--- src/edge_filter_defines.svh ---
`ifndef EDGE_FILTER_DEFINES_SVH
`define EDGE_FILTER_DEFINES_SVH

// Pixel and channel widths, 4 bits per RGB channel
`define EF_PIX_W 12
`define EF_CH_W 4

// Signed channel sum, wide enough for the 5x5 extremes of +-270
`define EF_SUM_W 10

// Largest kernel side
`define EF_KERNEL_N 5

// Edge thresholds per kernel size
`define EF_THRESH_3X3 32
`define EF_THRESH_5X5 64

// Register stages inside the execute block
`define EF_EXEC_DEPTH 2

`define EF_LINE_WIDTH 320

`endif

--- src/edge_filter_pkg.sv ---
`include "edge_filter_defines.svh"

package edge_filter_pkg;

    // Red in the top nibble, then green, then blue
    typedef logic [`EF_PIX_W-1:0] pixel_t;

    typedef logic [`EF_CH_W-1:0] channel_t;

    typedef logic signed [`EF_SUM_W-1:0] sum_t;

    // Signed kernel weight, range -4 to 4
    typedef logic signed [3:0] weight_t;

    typedef enum logic [1:0] {
        MODE_PASS    = 2'd0,
        MODE_3X3     = 2'd1,
        MODE_5X5     = 2'd2,
        MODE_5X5_ALT = 2'd3
    } mode_t;

    typedef struct packed {
        logic  valid;
        logic  sop;
        logic  eop;
        mode_t mode;
    } sideband_t;

    // Vertical gradient, row 0 positive and row 4 negative
    // Centre column carries double weight
    function automatic weight_t kernel_weight(input int row, input int col);
        weight_t base;
        case (row)
            0:       base = 4'sd2;
            1:       base = 4'sd1;
            3:       base = -4'sd1;
            4:       base = -4'sd2;
            default: base = 4'sd0;
        endcase
        if (col == `EF_KERNEL_N / 2) begin
            return base + base;
        end
        return base;
    endfunction

endpackage

--- src/edge_result.sv ---
`timescale 1ns/1ps

`include "edge_filter_defines.svh"

module edge_result
    import edge_filter_pkg::*;
(
    input  logic      clk,
    input  logic      rst,
    input  sideband_t side,
    input  pixel_t    pixel,
    input  sum_t      sum3_r,
    input  sum_t      sum3_g,
    input  sum_t      sum3_b,
    input  sum_t      sum5_r,
    input  sum_t      sum5_g,
    input  sum_t      sum5_b,
    output logic      valid_out,
    output logic      sop_out,
    output logic      eop_out,
    output pixel_t    data_out
);

    localparam sum_t thresh_3x3 = sum_t'(`EF_THRESH_3X3);
    localparam sum_t thresh_5x5 = sum_t'(`EF_THRESH_5X5);

    pixel_t next_pixel;

    // Full nibble at or above the limit, negative sums give zero
    function automatic channel_t binarize(input sum_t s, input sum_t limit);
        return (s >= limit) ? {`EF_CH_W{1'b1}} : '0;
    endfunction

    always_comb begin
        case (side.mode)
            MODE_PASS: next_pixel = pixel;
            MODE_3X3: next_pixel = {binarize(sum3_r, thresh_3x3),
                                    binarize(sum3_g, thresh_3x3),
                                    binarize(sum3_b, thresh_3x3)};
            // Both 5x5 encodings
            default: next_pixel = {binarize(sum5_r, thresh_5x5),
                                   binarize(sum5_g, thresh_5x5),
                                   binarize(sum5_b, thresh_5x5)};
        endcase
    end

    always_ff @(posedge clk) begin
        if (rst) begin
            valid_out <= 1'b0;
            sop_out   <= 1'b0;
            eop_out   <= 1'b0;
        end else begin
            valid_out <= side.valid;
            // Markers only count on a valid beat
            sop_out   <= side.valid && side.sop;
            eop_out   <= side.valid && side.eop;
        end
    end

    always_ff @(posedge clk) begin
        data_out <= next_pixel;
    end

endmodule

--- config.mk ---
export PLATFORM = sky130hd
export DESIGN_NAME = edge_result
export DESIGN_NICKNAME = d
export VERILOG_FILES = /design/src/edge_filter_pkg.sv /design/src/edge_result.sv
export VERILOG_INCLUDE_DIRS = /design/src
export SDC_FILE = /design/constraint.sdc
export NUM_CORES = 1
export LEC_CHECK = 0
export ABC_CLOCK_PERIOD_IN_PS = 2000
export BUFFER_PORTS_ARGS = -buffer_cell sky130_fd_sc_hd__buf_2
export CAP_MARGIN = 20
export CORE_MARGIN = 3
export CORE_UTILIZATION = 29
export DETAILED_ROUTE_END_ITERATION = 7
export GPL_ROUTABILITY_DRIVEN = 0
export PLACE_DENSITY = 0.94
export SYNTH_ARGS = -nofsm -noshare
export SYNTH_HDL_FRONTEND = slang
export SYNTH_SLANG_ARGS = --single-unit
--- constraint.sdc ---
create_clock -name clk -period 2 [get_ports clk]
set_input_delay 0.3 -clock clk [delete_from_list [all_inputs] [get_ports clk]]
set_output_delay 0.3 -clock clk [all_outputs]
set_load 0.01 [all_outputs]
==> results of run 1 <==
-- worst paths after layout --
kind                        start     endpoint  slack (ps)  cells past startpoint
worst max-delay path  data_out[9]  data_out[9]         970                      1
worst min-delay path          rst    valid_out         190                      2
-- per-layer routing --
| layer | global-route usage (%) | wire length (um) |
|---|---|---|
| met1 | 12.4 | 550 |
| met2 | 27.4 | 885 |
| met3 | 4.75 | 225 |
| met4 | 4.04 | 14 |
| met5 | 0 | 0 |
-- synth_stat cells (all sizes together) --
library cell   n  area, sq um
nor2b          1         6.26
and2           2         12.5
a211o         12          106
dfxtp         15          300
buf            1         11.3
nor2           1         6.26
nor3b          3         37.5
nor4           3         31.3
nor3           3         15.0
nor4b          3         45.0
-- cells by family after synthesis --
group / after synthesis / synth area share (%)
flip-flops: 15 / 52.5
buffers and inverters: 1 / 1.97
AO/OA/AOI/OAI: 12 / 18.6
AND/OR/NAND/NOR: 16 / 26.9
-- sequential cells by signal, indices dropped and copies added (netlist names) --
register	flops
valid_out	1
sop_out	1
eop_out	1
data_out	12
-- final cells by class --
type                            count  area (sq um)  area share, %
Clock buffer                        4          26.3           2.86
Sequential cell                    15           300           32.7
Tap cell                           25          31.3           3.41
Timing Repair Buffer               60           300           32.7
Multi-Input combinational cell     28           260           28.3
-- power groups by stage --
stage / clock network [mW] / registers [mW] / logic (mW)
6_report: 0.169 / 0.331 / 0.132
5_1_grt: 0.194 / 0.333 / 0.146
4_1_cts: 0.179 / 0.331 / 0.134
3_5_place_dp: 0 / 0.338 / 0.134
3_3_place_gp: 0 / 0.337 / 0.129
2_1_floorplan: 0 / 0.353 / 0.0402
-- per-stage QoR --
step / util (%) / instances / hold slack, ps / power (mW)
2_1_floorplan: - / 44 / 386 / 0.393
3_3_place_gp: 49.5 / 128 / 473 / 0.465
3_5_place_dp: 49.5 / 128 / 489 / 0.471
4_1_cts: 51.0 / 132 / 183 / 0.644
5_1_grt: 51.0 / 132 / 204 / 0.673
6_report: 51.0 / 132 / 190 / 0.632
-- cells in the final DEF (no fill, tap or decap), drive strengths merged --
cell	n
a211o	12
and2	2
buf	60
clkbuf	4
dfxtp	15
nor2	1
nor2b	1
nor3	3
nor3b	3
nor4	3
nor4b	3
==> results by group, run 1 <==
Clocking
  – Cts hold-fix bufs: 0
  – Htree depth: 1
  – Num CTS Buffers: 3
  – Clk buf depth: 2
  – Clk pin slew, worst setup/hold paths: 80 ps
  – Post-CTS setup buffer count: 0
  – Clock root buffer: clkbuf_4
  – CTS Sinks: 15
  – TritonCTS clock tree: built
  – Resized Gates After CTS: 0

Global routing
  – Largest net degree at the start of global routing: 13
  – Total grt overflow: 0
  – Initial antenna violation count: 0
  – Gr usage total: 13.6%
  – Vias in the first global route: 642
  – Global-route wire length before repair: 2640 um

STA
  – Count of pins over their slew limit: 0
  – Fin. Hold Viols: 0
  – Final setup violation count: 0
  – RSZ-0062 raised after global routing: no
  – Slew HR: 65.4%
  – Max Freq: 974 MHz
  – Final Cycle Share: 51.3%
  – Fin Setup TNS: 0 ps
  – Worst-Margin Slew: 518 ps
  – Final min period: 1030 ps
  – Setup ws final: 974 ps

Detailed routing
  – Vias per cell: 4.71
  – Vias: 622
  – Number of detailed-route iterations in the first pass: 4
  – # DRC: 0
  – ANT nets after route: 0
  – Wirelength, routed: 1680 um
  – Wire per inst: 12.7 um
  – 1st-iter DRT viols: 5

Synth
  – Mapped Cells: 44
  – Netlist Area Pre-Place: 572 sq um
  – Unique masters post-synth: 12
  – Post-synthesis sequential area ratio: 52.5%
  – Syn_area_per_cell: 13.0 sq um
  – Ys Warns: 0
  – FF+latch count, synth: 15
  – Net Count, Synth: 123

Layout
  – Fraction of layout cells with a size suffix above 1: 68.2%
  – Area growth from synthesis to layout: 60.6%
  – Final Cell Area: 918 sq um
  – Filler cell count: 186
  – Nets: 187
  – Antenna Cells: 0

Place
  – DP Area: 892 sq um
  – IO Port Bufs: 60
  – Worst slack, placed: 725 ps
  – Dpl hpwl: 1420 um

Setup path
  – Worst-path cell chain: buf_2
  – Arrival time at the worst endpoint: 730 ps
  – Worst Path Required: 1700 ps
  – WP buf/inv: 1
  – Crit. End Element: output port
  – Crit path largest cell delay: 330 ps
  – Crit-path max FO: 1
  – CP Launch Type: flop
  – Crit Path Category: reg -> out
  – Slowest-stage cell, CP: dfxtp_1
  – CP top delay family: flip-flops

Power
  – Clock share of power: 26.8%
  – Reg power frac: 52.3%
  – P_int: 0.476 mW
  – Cell Pwr Density: 689 nW/um^2
  – Static Leakage: 0.507 nW
  – Max IR drop VDD: 0.390 mV
  – Switching Share: 24.8%
  – NetSw: 0.157 mW
  – Comb power frac: 20.9%

Run status
  – Status: completed

Die
  – DIE AREA: 2540 sq um
  – Num ports: 94
  – Initial core utilization: 31.7%
  – Die X: 50.4 um
  – Row cnt: 15
  – Core Region: 1800 sq um
  – Die H: 50.4 um

Job
  – Max cap viols: 0

Worst hold path
  – Hold crit path type: in -> reg
(Power assumes the default switching activity.)
==> inputs of run 2 (changes only) <==
--- a/config.mk
+++ b/config.mk
@@ -6,14 +6,15 @@
 export SDC_FILE = /design/constraint.sdc
 export NUM_CORES = 1
 export LEC_CHECK = 0
-export ABC_CLOCK_PERIOD_IN_PS = 2000
+export ABC_AREA = 1
+export ABC_CLOCK_PERIOD_IN_PS = 900
 export BUFFER_PORTS_ARGS = -buffer_cell sky130_fd_sc_hd__buf_2
 export CAP_MARGIN = 20
 export CORE_MARGIN = 3
-export CORE_UTILIZATION = 29
+export CORE_UTILIZATION = 24
 export DETAILED_ROUTE_END_ITERATION = 7
 export GPL_ROUTABILITY_DRIVEN = 0
-export PLACE_DENSITY = 0.94
+export PLACE_DENSITY = 0.85
 export SYNTH_ARGS = -nofsm -noshare
 export SYNTH_HDL_FRONTEND = slang
 export SYNTH_SLANG_ARGS = --single-unit
==> constraint.sdc (replaced) <==
create_clock -name clk -period 0.9 [get_ports clk]
set_input_delay 0.135 -clock clk [delete_from_list [all_inputs] [get_ports clk]]
set_output_delay 0.135 -clock clk [all_outputs]
set_load 0.01 [all_outputs]
==> results by group, run 2 <==
Run status
  – Status: completed

Setup path
  – CP top delay family: flip-flops
  – Arrival time at the worst endpoint: 700 ps (-30 ps)
  – WP buf/inv: 1 (unchanged)
  – Crit-path max FO: 1 (unchanged)
  – Slowest-stage cell, CP: dfxtp_1
  – Worst-path cell chain: buf_2
  – Crit Path Category: reg -> out
  – Crit path largest cell delay: 310 ps (-20 ps)
  – Crit. End Element: output port
  – CP Launch Type: flop
  – Worst Path Required: 760 ps (-940 ps)

Synth
  – Net Count, Synth: 158 (+28%)
  – Top FF cell, synth: dfxtp_1
  – Yosys top cell area share: 52.4% (-0.11 points)
  – Mapped Cells: 79 (+80%)
  – Ranking of synthesized cells by area: dfxtp_1, nand2_1, nor2_1, nand3_1, nand2_2
  – Ys Warns: 0 (unchanged)
  – Syn_area_per_cell: 7.25 sq um (-44%)
  – Count leader, synth: nand2_1
  – Unique masters post-synth: 9 (-3)
  – Netlist Area Pre-Place: 573 sq um (+0.22%)
  – Post-synthesis sequential area ratio: 52.4% (-0.11 points)
  – Post-synth EDFFs: 0 (unchanged)
  – FF+latch count, synth: 15 (unchanged)
  – Synth cell count leaders: nand2_1, nor2_1, dfxtp_1
  – Cell accounting for the most synthesized area: dfxtp_1
  – Post-synth ARST share: 0% (unchanged)

Layout
  – Nets: 223 (+19%)
  – Max reg flops: 12 (unchanged)
  – Most frequent cells in the layout: buf_2, nand2_1, nor2_1
  – Area growth from synthesis to layout: 64.6%
  – Commonest non-fill, non-tap cell in the layout: buf_2
  – Fraction of layout cells with a size suffix above 1: 48.3% (-20 points)
  – Largest reg by FF count: data_out
  – Final Cell Area: 943 sq um (+2.7%)
  – Antenna Cells: 0 (unchanged)

Detailed routing
  – Number of detailed-route iterations in the first pass: 1 (-3)
  – Vias: 674 (+8.4%)
  – # DRC: 0 (unchanged)
  – ANT nets after route: 0 (unchanged)
  – Wire per inst: 8.24 um (-35%)
  – 1st-iter DRT viols: 0 (-5)
  – Wirelength, routed: 1410 um (-16%)
  – Vias per cell: 3.94 (-16%)

Global routing
  – Total grt overflow: 0 (unchanged)
  – Vias in the first global route: 598 (-6.9%)
  – Global-route wire length before repair: 2180 um (-17%)
  – Gr usage total: 10.3% (-3.2 points)
  – Largest net degree at the start of global routing: 13 (unchanged)
  – Initial antenna violation count: 0 (unchanged)

Power
  – Cell Pwr Density: 1440 nW/um^2 (+110%)
  – Comb power frac: 21.0% (about the same)
  – NetSw: 0.313 mW (+100%)
  – Static Leakage: 0.546 nW (+7.7%)
  – P_int: 1.04 mW (+120%)
  – Clock share of power: 25.0% (-1.8 points)
  – Switching Share: 23.0% (-1.7 points)
  – Max IR drop VDD: 0.708 mV (+82%)
  – Reg power frac: 54.0% (+1.7 points)

Clocking
  – Clk buf depth: 2 (unchanged)
  – Htree depth: 1 (unchanged)
  – Clk pin slew, worst setup/hold paths: 70 ps (about the same)
  – Post-CTS setup buffer count: 0 (unchanged)
  – Clock root buffer: clkbuf_4
  – Num CTS Buffers: 3 (unchanged)
  – TritonCTS clock tree: built
  – Resized Gates After CTS: 0 (unchanged)
  – CTS Sinks: 15 (unchanged)
  – Cts hold-fix bufs: 0 (unchanged)

Worst hold path
  – Hold crit path type: in -> reg

STA
  – Final min period: 833 ps
  – Worst-Margin Slew: 133 ps (-386 ps)
  – Fin. Hold Viols: 0 (unchanged)
  – Count of pins over their slew limit: 0 (unchanged)
  – Fin Setup TNS: 0 ps (unchanged)
  – RSZ-0062 raised after global routing: no
  – Max Freq: 1200 MHz
  – Final setup violation count: 0 (unchanged)
  – Slew HR: 91.1% (+26 points)
  – Final Cycle Share: 92.5%

Die
  – Num ports: 94 (unchanged)
  – Row cnt: 17 (+2)
  – Die X: 54.9 um (+8.8%)
  – Initial core utilization: 25.7% (-6.1 points)
  – Die H: 54.9 um (+8.8%)
  – Core Region: 2230 sq um (+24%)
  – DIE AREA: 3010 sq um (+18%)

Place
  – DP Area: 917 sq um (+2.8%)
  – Dpl hpwl: 1320 um (-7.2%)
  – IO Port Bufs: 60 (unchanged)

Job
  – Max cap viols: 0 (unchanged)
run 2: power groups by stage:
stage | clock network, mW | registers (mW) | logic (mW)
floorplan | 0 | 0.784 | 0.0845
global placement | 0 | 0.749 | 0.288
detailed placement | 0 | 0.751 | 0.291
CTS | 0.359 | 0.735 | 0.292
global route | 0.381 | 0.740 | 0.331
finish | 0.339 | 0.733 | 0.285
run 2: through the flow:
step	hold slack (ps)	cells	worst slack, ps	total power, mW	utilization (%)
finish	45.5	171	67.2	1.36	42.2
global route	38.4	171	2.68	1.45	42.2
CTS	37.2	171	48.3	1.39	42.2
detailed placement	329	167	89.2	1.04	41.1
global placement	324	167	84.4	1.04	41.1
floorplan	206	79	332	0.869	-
run 2: logic make-up (layout without fill, tap and decap cells):
group | count (synthesis) | after routing | share of synthesized area [%]
simple gates | 58 | 58 | 42.4
buf+inv | 6 | 70 | 5.24
flops | 15 | 15 | 52.4
run 2: layout make-up:
cell class                 count  area [sq um]
inverter                       5          18.8
tap                           28          35.0
clock buffer                   4          26.3
fill                         249          1290
sequential                    15           300
timing repair buffer          61           320
multi-input combinational     58           243
run 2: metal layers:
metal / routed length [um] / global-route usage (%) / vias up
li1: - / - / 374
met1: 536 / 10.9 / 263
met2: 678 / 17.7 / 37
met3: 194 / 4.09 / 0
met4: 0 / 4.98 / 0
met5: 0 / 0 / -
run 2: worst paths after layout:
check	start	cells past startpoint	to	slack [ps]
worst max-delay path	data_out[0]	1	data_out[0]	70
worst min-delay path	rst	2	eop_out	50
==> inputs of run 3 (changes only) <==
--- a/config.mk
+++ b/config.mk
@@ -10,11 +10,10 @@
 export ABC_CLOCK_PERIOD_IN_PS = 900
 export BUFFER_PORTS_ARGS = -buffer_cell sky130_fd_sc_hd__buf_2
 export CAP_MARGIN = 20
-export CORE_MARGIN = 3
 export CORE_UTILIZATION = 24
 export DETAILED_ROUTE_END_ITERATION = 7
 export GPL_ROUTABILITY_DRIVEN = 0
-export PLACE_DENSITY = 0.85
+export PLACE_DENSITY = 0.74
 export SYNTH_ARGS = -nofsm -noshare
 export SYNTH_HDL_FRONTEND = slang
 export SYNTH_SLANG_ARGS = --single-unit
==> results by group, run 3 (synthesis gave the netlist of run 2 again) <==
Detailed routing
  – Vias: 691 (+2.5%)
  – ANT nets after route: 0 (unchanged)
  – Vias per cell: 4.04 (+2.5%)
  – 1st-iter DRT viols: 4 (+4)
  – Wirelength, routed: 1420 um (+0.71%)
  – Wire per inst: 8.30 um (+0.71%)
  – # DRC: 0 (unchanged)
  – Number of detailed-route iterations in the first pass: 3 (+2)

Layout
  – Nets: 223 (unchanged)
  – Most frequent cells in the layout: buf_2, nand2_1, nor2_1
  – Commonest non-fill, non-tap cell in the layout: buf_2
  – Max reg flops: 12 (unchanged)
  – Area growth from synthesis to layout: 66.2%
  – Final Non-Filler Cells: 171 (unchanged)
  – Final core utilization: 42.6% (+0.39 points)
  – Fraction of layout cells with a size suffix above 1: 49.7% (+1.4 points)
  – Antenna Cells: 0 (unchanged)
  – Largest reg by FF count: data_out
  – Filler cell count: 257 (+3.2%)
  – Final Cell Area: 952 sq um (+0.93%)

Power
  – Max IR drop VDD: 0.698 mV (-1.4%)
  – Cell Pwr Density: 1460 nW/um^2 (+1.4%)
  – Design Power: 1.39 mW (+2.4%)
  – Static Leakage: 0.550 nW (+0.85%)

Global routing
  – Gr usage total: 11.7% (+1.3 points)
  – Vias in the first global route: 592 (-1.0%)
  – Global-route wire length before repair: 2190 um (+0.32%)
  – Largest net degree at the start of global routing: 13 (unchanged)
  – Initial antenna violation count: 0 (unchanged)
  – Total grt overflow: 0 (unchanged)

Setup path
  – Worst Path Required: 760 ps (about the same)
  – Crit Path Category: reg -> out
  – Slowest-stage cell, CP: dfxtp_1
  – Crit. End Element: output port
  – Crit-path max FO: 1 (unchanged)
  – Worst-path cell chain: buf_2
  – WP buf/inv: 1 (unchanged)
  – CP top delay family: flip-flops
  – Arrival time at the worst endpoint: 720 ps (+20 ps)
  – Crit path largest cell delay: 320 ps (about the same)
  – CP Launch Type: flop

STA
  – Final Cycle Share: 94.5% (+2.0 points)
  – Slew HR: 88.6% (-2.6 points)
  – Fin. Hold Viols: 0 (unchanged)
  – Final setup violation count: 0 (unchanged)
  – Count of pins over their slew limit: 0 (unchanged)
  – Final min period: 851 ps (+18.0 ps)
  – Worst-Margin Slew: 171 ps (+38.6 ps)
  – Fin Setup TNS: 0 ps (unchanged)
  – Max Freq: 1180 MHz (-2.1%)
  – RSZ-0062 raised after global routing: no

Worst hold path
  – Hold path start: rst
  – WHS Path Cells: 2 (unchanged)
  – Hold crit path type: in -> reg
  – Hold Path End: sop_out

Place
  – DP Area: 917 sq um (unchanged)
  – IO Port Bufs: 60 (unchanged)
  – Dpl hpwl: 1290 um (-2.2%)
  – Dpl cells: 167 (unchanged)

Die
  – Num ports: 94 (unchanged)
  – DIE AREA: 2590 sq um (-14%)
  – Initial core utilization: 25.7% (unchanged)
  – Core Region: 2230 sq um (unchanged)
  – Die H: 50.9 um (-7.3%)
  – Row cnt: 17 (unchanged)
  – Die X: 50.9 um (-7.3%)

Clocking
  – Clk pin slew, worst setup/hold paths: 80 ps (about the same)
  – Num CTS Buffers: 3 (unchanged)
  – TritonCTS clock tree: built
  – Clk buf depth: 2 (unchanged)
  – Htree depth: 1 (unchanged)
  – CTS Sinks: 15 (unchanged)
  – Cts hold-fix bufs: 0 (unchanged)
  – Clock root buffer: clkbuf_4

Job
  – Max cap viols: 0 (unchanged)

Run status
  – Status: completed
## run 3: metrics by stage
step	hold WS [ps]	worst slack [ps]
after CTS	30.3	34.0
after detailed placement	330	108
final	35.6	49.2
after floorplan	206	332
after global routing	17.8	0.860
after global placement	321	111
## run 3: worst max path at each step
stage / slack, ps / endpoint / depth (start not counted) / start
6_report: 50 / data_out[0] / 1 / data_out[0]
5_1_grt: 0.9 / valid_out / 1 / valid_out
4_1_cts: 30 / data_out[6] / 1 / data_out[6]
3_5_place_dp: 110 / data_out[1] / 6 / side[1]
3_3_place_gp: 110 / data_out[4] / 6 / side[1]
2_1_floorplan: 330 / data_out[11] / 4 / side[0]
## run 3: area by class of cell
type                            count  area (sq um)  area share (%)
Multi-Input combinational cell     58           243            25.5
Clock buffer                        3          22.5            2.37
Clock inverter                      1          5.00           0.526
Tap cell                           28          35.0            3.68
Sequential cell                    15           302            31.7
Inverter                            5          18.8            1.97
Timing Repair Buffer               61           327            34.3
## run 3: repair_timing
item,CTS,global route
endpoints found under the setup margin,0,1
resized for setup,0,2
setup buffers,0,0
## run 3: per-layer routing
metal / track usage [%] / up-vias / wire, um
li1: - / 373 / -
met1: 11.5 / 278 / 560
met2: 22.0 / 36 / 718
met3: 2.68 / 4 / 110
met4: 6.94 / 0 / 29
met5: 0 / - / 0
## run 3: where the power goes
| group | internal, mW | switching, mW | leakage (nW) |
|---|---|---|---|
| combinational | 0.156 | 0.137 | 0.407 |
| sequential | 0.723 | 0.0129 | 0.126 |
| clock | 0.165 | 0.196 | 0.0177 |
