**src/edge_filter_defines.svh**
```systemverilog
`ifndef EDGE_FILTER_DEFINES_SVH
`define EDGE_FILTER_DEFINES_SVH

// Pixel and channel widths, 4 bits per RGB channel
`define EF_PIX_W 12
`define EF_CH_W 4

// Signed channel sum, wide enough for the 5x5 extremes of +-270
`define EF_SUM_W 10

// Largest kernel side
`define EF_KERNEL_N 5

// Edge thresholds per kernel size
`define EF_THRESH_3X3 32
`define EF_THRESH_5X5 64

// Register stages inside the execute block
`define EF_EXEC_DEPTH 2

`define EF_LINE_WIDTH 320

`endif

```
**src/edge_filter_pkg.sv**
```systemverilog
`include "edge_filter_defines.svh"

package edge_filter_pkg;

    // Red in the top nibble, then green, then blue
    typedef logic [`EF_PIX_W-1:0] pixel_t;

    typedef logic [`EF_CH_W-1:0] channel_t;

    typedef logic signed [`EF_SUM_W-1:0] sum_t;

    // Signed kernel weight, range -4 to 4
    typedef logic signed [3:0] weight_t;

    typedef enum logic [1:0] {
        MODE_PASS    = 2'd0,
        MODE_3X3     = 2'd1,
        MODE_5X5     = 2'd2,
        MODE_5X5_ALT = 2'd3
    } mode_t;

    typedef struct packed {
        logic  valid;
        logic  sop;
        logic  eop;
        mode_t mode;
    } sideband_t;

    // Vertical gradient, row 0 positive and row 4 negative
    // Centre column carries double weight
    function automatic weight_t kernel_weight(input int row, input int col);
        weight_t base;
        case (row)
            0:       base = 4'sd2;
            1:       base = 4'sd1;
            3:       base = -4'sd1;
            4:       base = -4'sd2;
            default: base = 4'sd0;
        endcase
        if (col == `EF_KERNEL_N / 2) begin
            return base + base;
        end
        return base;
    endfunction

endpackage

```
**src/conv_execute.sv**
```systemverilog
`timescale 1ns/1ps

`include "edge_filter_defines.svh"

module conv_execute
    import edge_filter_pkg::*;
(
    input  logic     clk,
    input  logic     rst,
    input  channel_t [`EF_KERNEL_N*`EF_KERNEL_N-1:0] win_r,
    input  channel_t [`EF_KERNEL_N*`EF_KERNEL_N-1:0] win_g,
    input  channel_t [`EF_KERNEL_N*`EF_KERNEL_N-1:0] win_b,
    output sum_t     sum3_r,
    output sum_t     sum3_g,
    output sum_t     sum3_b,
    output sum_t     sum5_r,
    output sum_t     sum5_g,
    output sum_t     sum5_b
);

    localparam int n    = `EF_KERNEL_N;
    localparam int taps = n * n;
    localparam int half = n / 2;
    localparam int ch_n = 3;

    channel_t [taps-1:0] win [ch_n];

    // Stage 1 row partial sums, full width and inner three columns
    sum_t row5 [ch_n][n];
    sum_t row3 [ch_n][3];

    sum_t tot5 [ch_n];
    sum_t tot3 [ch_n];
    sum_t sum5_q [ch_n];
    sum_t sum3_q [ch_n];

    // Pixel is unsigned, so zero-extend before the signed multiply
    function automatic sum_t tap_product(input channel_t px, input int row, input int col);
        return sum_t'(signed'({1'b0, px})) * sum_t'(kernel_weight(row, col));
    endfunction

    function automatic sum_t row_sum(input channel_t [taps-1:0] w, input int row,
                                     input int lo, input int hi);
        sum_t acc;
        acc = '0;
        for (int c = lo; c <= hi; c++) begin
            acc += tap_product(w[row * n + c], row, c);
        end
        return acc;
    endfunction

    assign win[0] = win_r;
    assign win[1] = win_g;
    assign win[2] = win_b;

    always_ff @(posedge clk) begin
        if (rst) begin
            for (int ch = 0; ch < ch_n; ch++) begin
                for (int r = 0; r < n; r++) begin
                    row5[ch][r] <= '0;
                end
                for (int k = 0; k < 3; k++) begin
                    row3[ch][k] <= '0;
                end
            end
        end else begin
            for (int ch = 0; ch < ch_n; ch++) begin
                for (int r = 0; r < n; r++) begin
                    row5[ch][r] <= row_sum(win[ch], r, 0, n - 1);
                end
                // 3x3 sits on the centre rows and columns
                for (int k = 0; k < 3; k++) begin
                    row3[ch][k] <= row_sum(win[ch], half - 1 + k, half - 1, half + 1);
                end
            end
        end
    end

    always_comb begin
        for (int ch = 0; ch < ch_n; ch++) begin
            tot5[ch] = '0;
            tot3[ch] = '0;
            for (int r = 0; r < n; r++) begin
                tot5[ch] += row5[ch][r];
            end
            for (int k = 0; k < 3; k++) begin
                tot3[ch] += row3[ch][k];
            end
        end
    end

    // Stage 2 row totals
    always_ff @(posedge clk) begin
        for (int ch = 0; ch < ch_n; ch++) begin
            if (rst) begin
                sum5_q[ch] <= '0;
                sum3_q[ch] <= '0;
            end else begin
                sum5_q[ch] <= tot5[ch];
                sum3_q[ch] <= tot3[ch];
            end
        end
    end

    assign sum5_r = sum5_q[0];
    assign sum5_g = sum5_q[1];
    assign sum5_b = sum5_q[2];
    assign sum3_r = sum3_q[0];
    assign sum3_g = sum3_q[1];
    assign sum3_b = sum3_q[2];

endmodule

```
**config.mk**
```make
export PLATFORM = sky130hd
export DESIGN_NAME = conv_execute
export DESIGN_NICKNAME = d
export VERILOG_FILES = /design/src/edge_filter_pkg.sv /design/src/conv_execute.sv
export VERILOG_INCLUDE_DIRS = /design/src
export SDC_FILE = /design/constraint.sdc
export NUM_CORES = 1
export LEC_CHECK = 0
export BUFFER_PORTS_ARGS = -buffer_cell sky130_fd_sc_hd__buf_4
export CAP_MARGIN = 5
export CELL_PAD_IN_SITES_DETAIL_PLACEMENT = 1
export CELL_PAD_IN_SITES_GLOBAL_PLACEMENT = 1
export CORE_MARGIN = 3
export CORE_UTILIZATION = 51
export CTS_CLUSTER_DIAMETER = 50
export DETAILED_ROUTE_END_ITERATION = 10
export PLACE_DENSITY = 0.91
export SETUP_SLACK_MARGIN = 0.15
export SYNTH_ARGS = -nofsm -noshare
export SYNTH_HDL_FRONTEND = slang
export SYNTH_SLANG_ARGS = --single-unit
```
**constraint.sdc**
```tcl
create_clock -name clk -period 11.3 [get_ports clk]
set_input_delay 1.695 -clock clk [delete_from_list [all_inputs] [get_ports clk]]
set_output_delay 1.695 -clock clk [all_outputs]
set_load 0.1 [all_outputs]
```
==> impl_results.md, run 1 <==
- Outcome: completed
- Worst-case reg-to-reg path depth: 12
- Gr usage total: 30.0%
- Avg WL per Cell: 21.7 um
- Critical path arrival: 7.77 ns
- Cts hold-fix bufs: 0
- Worst hold path cell count: 2
- Register area share after synthesis: 14.5%
- Max Fclk: 137 MHz
- H-tree depth: 2
- Min cycle time layout: 7.30 ns
- Dominant cell type by area after synthesis: ha_1
- Starting density of the core: 51.6%
- Router iterations before antenna repair: 5
- Worst Hold Class: register to register
- Top post-synthesis cells by area: ha_1 (29%), fa_1 (28%), dfxtp_1 (14%)
- Die Footprint: 61500 sq um
- Post_cts resized: 0
- Core box area: 57800 sq um
- Postcts setup bufs: 0
- Cell Rows: 88
- Yosys warning total: 0
- Stages on worst setup path: 23
- I/O pins: 362
- Vias/cell: 5.28
- Total Nets Final: 4753
- Post-synth top area share: 28.7%
- Post-synthesis cell area: 29800 sq um
- Synthesized instance count: 3030
- Yosys cell types: 48
- CP cell instances: buf_4 > inv_1 > ha_1 > inv_1 > ha_1 > inv_1 > fa_1 > inv_1 > ha_1 > inv_1 > fa_1 > fa_1 > inv_1 > fa_1 > inv_1 > fa_1 > fa_1 > inv_1 > fa_1 > a21o_1 > a21oi_1 > o21ai_0 > o311ai_1
- Largest net degree at the start of global routing: 88
- DRT Wirelength: 90000 um
- Clk slew on worst S/H paths: 0.06 ns
- Area grow syn2layout: 15.0%
- Final core utilization: 59.4%
- Crit path buf inv count: 9
- Routed Antenna Nets: 0
- Clock Skews: 0.0446 ns
- Number of buffers created by CTS: 36
- Pins over their slew limit: 0
- Clk_lat worst skew: 0.57 ns
- Die width: 248 um
- CTS tree: done
- Worst EP required: 11.77 ns
- Gpl congestion: 0.907
- DRC: 0
- # setup viols final: 0
- Clock Path Buffers: 3
- Fill count: 6379
- Maximum fanout along the worst path: 3
- Syn Area/Cell: 9.85 sq um
- Worst-margin pin slew: 0.926 ns
- Initial antenna violation count: 2
- Most frequent cell after synthesis: inv_1
- Top cell by count, worst path: inv_1
- Max incr delay on CP: 0.56 ns
- Clock sink count: 216
- Top cells by instance count after synthesis: inv_1 (903), ha_1 (684), fa_1 (418), dfxtp_1 (216), nor2_1 (110)
- Final Hold Vio Count: 0
- Worst Setup End Kind: register
- Kind of start point of the critical path: input port
- Post-synth EDFFs: 0
- Die Y: 248 um
- Share of cells above drive strength 1: 11.5%
- Largest delay share family, worst path: adder cells
- DRT iter0 DRCs: 856
- CP Class: input port to register
- Sum Neg Setup Slack: 0 ns
- GR Overflow Total: 0
- Root buffer cell: clkbuf_16
- CP max stage cell: fa_1
- Yosys reg bits: 216
- Hpwl dp: 73300 um
- Rel. slew slack: 38.3%
- Number of global-route vias before repair: 26559
- Ys flop type: dfxtp_1
- First-pass GRT wire length: 142000 um
- Tcrit/Tclk final: 64.6%
- # port buffers: 301
- Max-cap viol count: 0
- Vias: 21858
- RSZ-0062 raised after global routing: false
- Share of flip-flops with an asynchronous set or reset: 0%
[final timing paths]
path | end | startpoint | slack [ns]
max | row5[0][18] | win_r[65] | 4.00
min | sum3_q[1][9] | row3[0][39] | 0.52
max reg2reg | sum5_q[0][8] | row5[0][12] | 7.67
min reg2reg | sum3_q[1][9] | row3[0][39] | 0.52
[stage by stage]
| stage | instance area [sq um] | instances | setup slack, ns | hold WS, ns |
|---|---|---|---|---|
| finish | 34300 | 4141 | 4.00 | 0.519 |
| global route | 34300 | 4141 | 3.83 | 0.567 |
| CTS | 34300 | 4140 | 4.09 | 0.527 |
| detailed placement | 33000 | 4076 | 3.61 | 0.495 |
| global placement | 33000 | 4076 | 3.88 | 0.467 |
| floorplan | 29900 | 3035 | 4.42 | 0.450 |
[sequential cells by signal (all words and copies together) (netlist names)]
signal,count
sum3_q,30
row3,48
row5,108
sum5_q,30
[worst min-delay path: stages, from the launching register on]
cell     delay (ns)
dfxtp_1        0.30
o21ai_1        0.07
a21oi_1        0.08
[cell families after synthesis]
| kind of cell | count (synthesis) | share of synthesized area, % |
|---|---|---|
| flops | 216 | 14.5 |
| compound gates | 277 | 6.25 |
| buf+inv | 930 | 11.8 |
| other cells | 1 | 0.0126 |
| simple gates | 370 | 6.84 |
| xor+xnor | 132 | 3.87 |
| fa+ha+maj | 1102 | 56.7 |
| mux | 2 | 0.0671 |
[cells in the final DEF (no fill, tap or decap), types with 6 or more instances in the layout]
cell / n
a211oi_1: 31
a21o_1: 55
a21oi_1: 68
buf_4: 302
bufinv_16: 7
clkbuf_16: 36
conb_1: 6
dfxtp_1: 216
fa_1: 418
ha_1: 684
inv_1: 903
inv_6: 8
nand2_1: 24
nand2b_1: 9
nand3_1: 6
nor2_1: 110
nor2b_1: 108
nor3_1: 46
nor3b_1: 16
nor4b_1: 17
o211ai_1: 6
o21a_1: 26
o21ai_0: 34
o21bai_1: 18
o22ai_1: 9
o311ai_1: 7
or3_1: 12
xnor2_1: 75
xor2_1: 57
[layout make-up]
class,count,area (sq um),share of cell area [%]
inverter,903,3390,9.88
multi-input combinational,1889,22000,64.2
sequential,216,4320,12.6
clock buffer,40,956,2.79
antenna,1,2.50,0.00729
clock inverter,24,372,1.08
tap,765,957,2.79
timing repair buffer,303,2280,6.65
[metal layers]
| layer | track usage, % | vias up | wire length, um |
|---|---|---|---|
| met2 | 55.7 | 635 | 47000 |
| met5 | 0 | - | 17 |
| met3 | 5.50 | 309 | 4290 |
| met1 | 32.2 | 10983 | 33100 |
| met4 | 16.3 | 2 | 5590 |
| li1 | - | 9929 | - |
Power of run 1 is not shown: default switching activity piles up to over one toggle a cycle in this logic, so the estimate is an artifact.
==> inputs of run 2 (changes only) <==
--- a/config.mk
+++ b/config.mk
@@ -11,10 +11,10 @@
 export CELL_PAD_IN_SITES_DETAIL_PLACEMENT = 1
 export CELL_PAD_IN_SITES_GLOBAL_PLACEMENT = 1
 export CORE_MARGIN = 3
-export CORE_UTILIZATION = 51
+export CORE_UTILIZATION = 48
 export CTS_CLUSTER_DIAMETER = 50
 export DETAILED_ROUTE_END_ITERATION = 10
-export PLACE_DENSITY = 0.91
+export PLACE_DENSITY = 0.87
 export SETUP_SLACK_MARGIN = 0.15
 export SYNTH_ARGS = -nofsm -noshare
 export SYNTH_HDL_FRONTEND = slang
==> constraint.sdc (replaced) <==
create_clock -name clk -period 7 [get_ports clk]
set_input_delay 1.05 -clock clk [delete_from_list [all_inputs] [get_ports clk]]
set_output_delay 1.05 -clock clk [all_outputs]
set_load 0.1 [all_outputs]
==> run 2 against run 1 <==
Net effect: non-clock buffer count decreased by 1; wire length decreased by 8.1%; critical path depth increased by 2; register-to-register slack got worse by 4.2 ns; first-iteration DRC count decreased by 20%; sequential share of layout area about the same; critical path type unchanged; critical endpoint is now row5[0][19]; largest cell class unchanged; highest routed layer unchanged.
==> impl_results.md, run 2 (synthesized netlist as in run 1, its figures left out) <==
- Outcome: completed (unchanged)
- Router iterations before antenna repair: 7 (was 5)
- DRT iter0 DRCs: 687 (was 856)
- Area grow syn2layout: 14.9% (was 15.0%)
- Number of buffers created by CTS: 34 (was 36)
- Gr usage total: 26.0% (was 30.0%)
- Clk slew on worst S/H paths: 0.06 ns (about the same)
- GR Util met1: 29.2% (was 32.2%)
- Largest delay share family, worst path: adder cells (unchanged)
- Worst-case reg-to-reg path depth: 12 (unchanged)
- Hold path startpoint: row3[0][39] (unchanged)
- Clock sink count: 216 (unchanged)
- Die width: 255 um (was 248 um)
- Vias/cell: 5.06 (was 5.28)
- R2R setup slack: 3.47 ns (was 7.67 ns)
- Number of global-route vias before repair: 25616 (was 26559)
- Largest net degree at the start of global routing: 146 (was 88)
- GR Overflow Total: 0 (unchanged)
- Core box area: 60900 sq um (was 57800 sq um)
- Final Hold Vio Count: 0 (unchanged)
- Kind of start point of the critical path: input port (unchanged)
- CP Class: input port to register (unchanged)
- RSZ-0062 raised after global routing: false (unchanged)
- Gpl congestion: 0.882 (was 0.907)
- Top cell by count, worst path: inv_1 (unchanged)
- Cts hold-fix bufs: 0 (unchanged)
- Clock Path Buffers: 3 (unchanged)
- Sum Neg Setup Slack: 0 ns (unchanged)
- Worst EP required: 7.37 ns (was 11.77 ns)
- Die Y: 255 um (was 248 um)
- Share of cells above drive strength 1: 11.4% (was 11.5%)
- Rel. slew slack: 47.8% (was 38.3%)
- Worst Setup End Kind: register (unchanged)
- Crit path buf inv count: 9 (unchanged)
- First-pass GRT wire length: 134000 um (was 142000 um)
- GR Layer Usage met2: 47.6% (was 55.7%)
- Vias: 21276 (was 21858)
- Hpwl dp: 70100 um (was 73300 um)
- Clk_lat worst skew: 0.53 ns (was 0.57 ns)
- Largest regs: row5 (108), row3 (48) (unchanged)
- Hold EP: sum3_q[1][9] (unchanged)
- Critical path arrival: 6.96 ns (was 7.77 ns)
- # port buffers: 301 (unchanged)
- Routed Antenna Nets: 0 (unchanged)
- Worst hold path cell count: 2 (unchanged)
- CTS tree: done (unchanged)
- Max Fclk: 152 MHz
- R2R Path Start: row5[0][2] (was row5[0][12])
- Max incr delay on CP: 0.57 ns (was 0.56 ns)
- Die Footprint: 65200 sq um (was 61500 sq um)
- Commonest non-fill, non-tap cells in the layout: inv_1 (903), ha_1 (684), fa_1 (418) (unchanged)
- Root buffer cell: clkbuf_16 (unchanged)
- Layout Cells excl Fill: 4202 (was 4141)
- Fill count: 6867 (was 6379)
- Worst-margin pin slew: 0.783 ns (was 0.926 ns)
- H-tree depth: 2 (unchanged)
- # setup viols final: 0 (unchanged)
- Largest register FFs: 108 (unchanged)
- CP max stage cell: fa_1 (unchanged)
- DRC: 0 (unchanged)
- Starting density of the core: 49.0% (was 51.6%)
- Met3 Track Usage GR: 4.10% (was 5.50%)
- Cell Rows: 90 (was 88)
- Maximum fanout along the worst path: 4 (was 3)
- Global route hottest layer: met2 (unchanged)
- I/O pins: 362 (unchanged)
- Dpl cells: 4138 (was 4076)
- Max-cap viol count: 0 (unchanged)
- Initial antenna violation count: 5 (was 2)
- Tcrit/Tclk final: 94.1%
- Clock Skews: 0.0285 ns (was 0.0446 ns)
- DRT Wirelength: 82700 um (was 90000 um)
- Postcts setup bufs: 0 (unchanged)
- Register with the most flip-flops: row5 (unchanged)
- Most common cell after layout, fill and taps aside: inv_1 (unchanged)
- End of the worst register-to-register path: sum5_q[0][8] (unchanged)
- Total Nets Final: 4750 (was 4753)
- Min cycle time layout: 6.58 ns
- Pins over their slew limit: 0 (unchanged)
- Avg WL per Cell: 19.7 um (was 21.7 um)
- Worst Hold Class: register to register (unchanged)
==> run 2: cell types whose count changed in the layout (fill, tap and decap cells not counted) <==
cell        change
clkinvlp_4      +3
inv_6           -3
diode_2         +2
xnor2_1         -1
clkbuf_1        +1
bufinv_16       -4
buf_12          +1
inv_16          -1
xnor2_2         +1
clkinv_4        -2
buf_4           -2
clkbuf_16       +1
clkbuf_8        -1
inv_8           +3
==> run 2: tightest hold or removal path: stages, from the launching register on <==
cell	delay, ns
dfxtp_1	0.30
o21ai_1	0.07
a21oi_1	0.06
==> run 2: worst max path at each step <==
stage | endpoint | start | slack, ns | depth (start not counted)
2_1_floorplan | row5[0][16] | win_r[65] | 0.76 | 22
3_3_place_gp | row5[0][19] | win_r[65] | 0.30 | 25
3_5_place_dp | row5[0][69] | win_g[65] | 0.11 | 22
4_1_cts | row5[0][19] | win_r[65] | 0.41 | 25
5_1_grt | row5[0][19] | win_r[65] | 0.21 | 25
6_report | row5[0][19] | win_r[65] | 0.42 | 25
==> run 2: layout make-up <==
type | count | area, sq um | area share, %
Antenna cell | 3 | 7.51 | 0.0219
Clock buffer | 41 | 971 | 2.83
Clock inverter | 20 | 244 | 0.711
Inverter | 903 | 3390 | 9.88
Multi-Input combinational cell | 1889 | 22000 | 64.3
Sequential cell | 216 | 4320 | 12.6
Tap cell | 828 | 1040 | 3.02
Timing Repair Buffer | 302 | 2290 | 6.67
==> run 2: metrics by stage <==
step           hold slack (ns)  setup slack [ns]  util [%]  cell area [sq um]
2_1_floorplan            0.450             0.761         -              29900
3_3_place_gp             0.466             0.299      54.3              33100
3_5_place_dp             0.482             0.110      54.3              33100
4_1_cts                  0.490             0.414      56.3              34300
5_1_grt                  0.506             0.207      56.3              34300
6_report                 0.484             0.416      56.3              34300
==> run 2: repair_timing <==
action / 4_1_cts / 5_1_grt
endpoints found under the hold margin: 0 / 0
resized for setup: 0 / 1
endpoints found under the setup margin: 0 / 1
==> run 2: per-layer routing <==
metal | wire, um | part of all wire [%]
met1 | 32200 | 39
met2 | 42400 | 51
met3 | 3260 | 3.9
met4 | 4740 | 5.7
met5 | 20 | 0.024
Power of run 2 is left out for the same reason.
==> inputs of run 3 (changes only) <==
--- a/config.mk
+++ b/config.mk
@@ -6,15 +6,16 @@
 export SDC_FILE = /design/constraint.sdc
 export NUM_CORES = 1
 export LEC_CHECK = 0
+export ABC_AREA = 1
 export BUFFER_PORTS_ARGS = -buffer_cell sky130_fd_sc_hd__buf_4
 export CAP_MARGIN = 5
 export CELL_PAD_IN_SITES_DETAIL_PLACEMENT = 1
 export CELL_PAD_IN_SITES_GLOBAL_PLACEMENT = 1
 export CORE_MARGIN = 3
-export CORE_UTILIZATION = 48
+export CORE_UTILIZATION = 46
 export CTS_CLUSTER_DIAMETER = 50
 export DETAILED_ROUTE_END_ITERATION = 10
-export PLACE_DENSITY = 0.87
+export PLACE_DENSITY = 0.85
 export SETUP_SLACK_MARGIN = 0.15
 export SYNTH_ARGS = -nofsm -noshare
 export SYNTH_HDL_FRONTEND = slang
==> run 3 against run 2 <==
Net effect: register-to-register slack better by 0.37 ns; first-iteration DRC count is 12% higher; final cell count up 12%; synthesized area increased by 1.9%; global-route usage is 0.57 points lower; worst hold slack gained 0.013 ns; sequential cell count unchanged; clock skew down 0.0071 ns; synthesized cell count increased by 15%; critical path type unchanged.
==> impl_results.md, run 3 <==
- Dominant cell type by area after synthesis: ha_1 (unchanged)
- R2R Path Start: row5[0][4] (was row5[0][2])
- Yosys cell types: 34 (was 48)
- Multiplexer share of the synthesized area: 0% (was 0.0671%)
- Vias: 23418 (was 21276)
- Clock Skews: 0.0215 ns (was 0.0285 ns)
- H-tree depth: 2 (unchanged)
- Max-cap viol count: 0 (unchanged)
- Total Nets Final: 5222 (was 4750)
- Vias/cell: 4.98 (was 5.06)
- Yosys warning total: 0 (unchanged)
- Synth Area in Adders: 55.6% (was 56.7%)
- Number of buffers created by CTS: 42 (was 34)
- Worst Setup End Kind: register (unchanged)
- Fill count: 7718 (was 6867)
- Rel. slew slack: 41.4% (was 47.8%)
- Tcrit/Tclk final: 91.0% (was 94.1%)
- Router iterations before antenna repair: 5 (was 7)
- First-pass GRT wire length: 141000 um (was 134000 um)
- Register with the most flip-flops: row5 (unchanged)
- Postcts setup bufs: 0 (unchanged)
- Dpl cells: 4629 (was 4138)
- Post-synthesis cell area: 30400 sq um (was 29800 sq um)
- Commonest non-fill, non-tap cells in the layout: inv_1 (1134), ha_1 (684), fa_1 (418) (was inv_1 (903), ha_1 (684), fa_1 (418))
- Worst EP required: 7.43 ns (was 7.37 ns)
- Final Hold Vio Count: 0 (unchanged)
- Worst-margin pin slew: 0.879 ns (was 0.783 ns)
- Synth Area in Compound Gates: 5.35% (was 6.25%)
- Max Fclk: 157 MHz (was 152 MHz)
- Sum Neg Setup Slack: 0 ns (unchanged)
- # setup viols final: 0 (unchanged)
- DRC: 0 (unchanged)
- Maximum fanout along the worst path: 5 (was 4)
- Synth Area in XOR/XNOR: 1.55% (was 3.87%)
- N_diodes: 0 (was 3)
- Clock Path Buffers: 3 (unchanged)
- Yosys reg bits: 216 (unchanged)
- Starting density of the core: 46.9% (was 49.0%)
- Most common cell after layout, fill and taps aside: inv_1 (unchanged)
- CTS tree: done (unchanged)
- DRT Wirelength: 86800 um (was 82700 um)
- Clk_lat worst skew: 0.56 ns (was 0.53 ns)
- Core box area: 64900 sq um (was 60900 sq um)
- Share of cells above drive strength 1: 10.1% (was 11.4%)
- Share of flip-flops with an asynchronous set or reset: 0% (unchanged)
- Worst-case reg-to-reg path depth: 12 (unchanged)
- Gpl congestion: 0.857 (was 0.882)
- Kind of start point of the critical path: input port (unchanged)
- I/O pins: 362 (unchanged)
- Cts hold-fix bufs: 0 (unchanged)
- Die Y: 263 um (was 255 um)
- GR Overflow Total: 0 (unchanged)
- Hold EP: sum3_q[1][9] (unchanged)
- R2R setup slack: 3.84 ns (was 3.47 ns)
- Outcome: completed (unchanged)
- Routed Antenna Nets: 0 (unchanged)
- Ys flop type: dfxtp_1 (unchanged)
- Post-synth top area share: 28.1% (was 28.7%)
- Post-synthesis simple-gate area fraction: 8.80% (was 6.84%)
- Largest net degree at the start of global routing: 60 (was 146)
- Clock sink count: 216 (unchanged)
- Die Footprint: 69300 sq um (was 65200 sq um)
- Hold path startpoint: row3[0][39] (unchanged)
- Worst Hold Class: register to register (unchanged)
- Gr usage total: 25.4% (was 26.0%)
- # port buffers: 301 (unchanged)
- Register area share after synthesis: 14.2% (was 14.5%)
- Number of global-route vias before repair: 27612 (was 25616)
- RSZ-0062 raised after global routing: false (unchanged)
- Top cells by instance count after synthesis: inv_1 (1134), ha_1 (684), fa_1 (418), nand2_1 (309), nor2_1 (226) (was inv_1 (903), ha_1 (684), fa_1 (418), dfxtp_1 (216), nor2_1 (110))
- Root buffer cell: clkbuf_16 (unchanged)
- Pins over their slew limit: 0 (unchanged)
- Syn Area/Cell: 8.72 sq um (was 9.85 sq um)
- Initial antenna violation count: 0 (was 5)
- Critical path arrival: 6.80 ns (was 6.96 ns)
- Worst hold path cell count: 2 (unchanged)
- DRT iter0 DRCs: 768 (was 687)
- Cell Rows: 93 (was 90)
- Largest register FFs: 108 (unchanged)
- Largest family of logic cells by synthesized area: adder cells (unchanged)
- Post-synth EDFFs: 0 (unchanged)
- Synthesized instance count: 3489 (was 3030)
- Die width: 263 um (was 255 um)
- Crit. Startpoint: win_b[73] (was win_r[65])
- CP Class: input port to register (unchanged)
- Layout Cells excl Fill: 4703 (was 4202)
- Clk slew on worst S/H paths: 0.05 ns (was 0.06 ns)
- Post_cts resized: 0 (unchanged)
- Largest regs: row5 (108), row3 (48) (unchanged)
- Hpwl dp: 71300 um (was 70100 um)
- Area grow syn2layout: 15.5% (was 14.9%)
- Min cycle time layout: 6.37 ns (was 6.58 ns)
- Most frequent cell after synthesis: inv_1 (unchanged)
- End of the worst register-to-register path: sum5_q[0][9] (was sum5_q[0][8])
- Top post-synthesis cells by area: ha_1 (28%), fa_1 (28%), dfxtp_1 (14%) (was ha_1 (29%), fa_1 (28%), dfxtp_1 (14%))
- Avg WL per Cell: 18.5 um (was 19.7 um)
-- run 3: cell types whose count changed after synthesis, sizes merged, moves of 47 or more --
cell and delta:
inv +233, nor2 +116, a21oi +94, nand2 +283, nand3 +83, nor2b -108
o21ai +47
-- run 3: critical path, stage by stage --
cell	delay [ns]
buf_4	0.13
inv_1	0.17
ha_1	0.37
ha_1	0.24
fa_1	0.49
ha_1	0.20
inv_1	0.09
fa_1	0.41
o31ai_1	0.29
xor2_1	0.29
inv_1	0.09
ha_1	0.28
inv_1	0.06
fa_1	0.50
inv_1	0.05
fa_1	0.47
inv_1	0.05
fa_1	0.53
inv_1	0.04
ha_1	0.38
nand2_1	0.11
inv_1	0.09
nand4_1	0.09
nand3_1	0.14
nand2_1	0.07
nand2_1	0.06
nor2_1	0.06
-- run 3: routing by layer --
metal	vias up	wire length [um]	GRT usage (%)
met3	239	3410	3.73
met5	-	0	0
met1	11609	34000	28.5
met4	0	4010	10.9
met2	513	45400	47.5
li1	11057	-	-
-- run 3: logic make-up after synthesis --
family                   Yosys count
AO/OA/AOI/OAI                    298
XOR/XNOR                          53
adder cells (fa/ha/maj)         1102
buffers and inverters           1160
flip-flops                       216
other                              1
AND/OR/NAND/NOR                  659
-- run 3: stage by stage --
step	instance area [sq um]	setup slack, ns	util [%]	hold WS, ns
after floorplan	30400	0.918	-	0.455
after global placement	33700	0.348	51.9	0.484
after detailed placement	33700	0.167	51.9	0.491
after CTS	35200	0.664	54.1	0.498
after global routing	35200	0.330	54.1	0.549
final	35200	0.628	54.1	0.497
-- run 3: how the worst max path moves through the flow --
stage,to,cells after the start
after floorplan,row5[0][119],27
after global placement,row5[0][19],28
after detailed placement,row5[0][119],27
after CTS,row5[0][118],27
after global routing,row5[0][19],28
final,row5[0][118],27
-- run 3: area by class of cell --
cell class	instances	area (sq um)	share of cell area, %
Multi-Input combinational cell	2118	21700	61.8
Tap cell	855	1070	3.04
Clock inverter	24	327	0.929
Clock buffer	50	1160	3.31
Timing Repair Buffer	304	2280	6.49
Sequential cell	216	4320	12.3
Inverter	1136	4270	12.1
Power of run 3 is left out for the same reason.
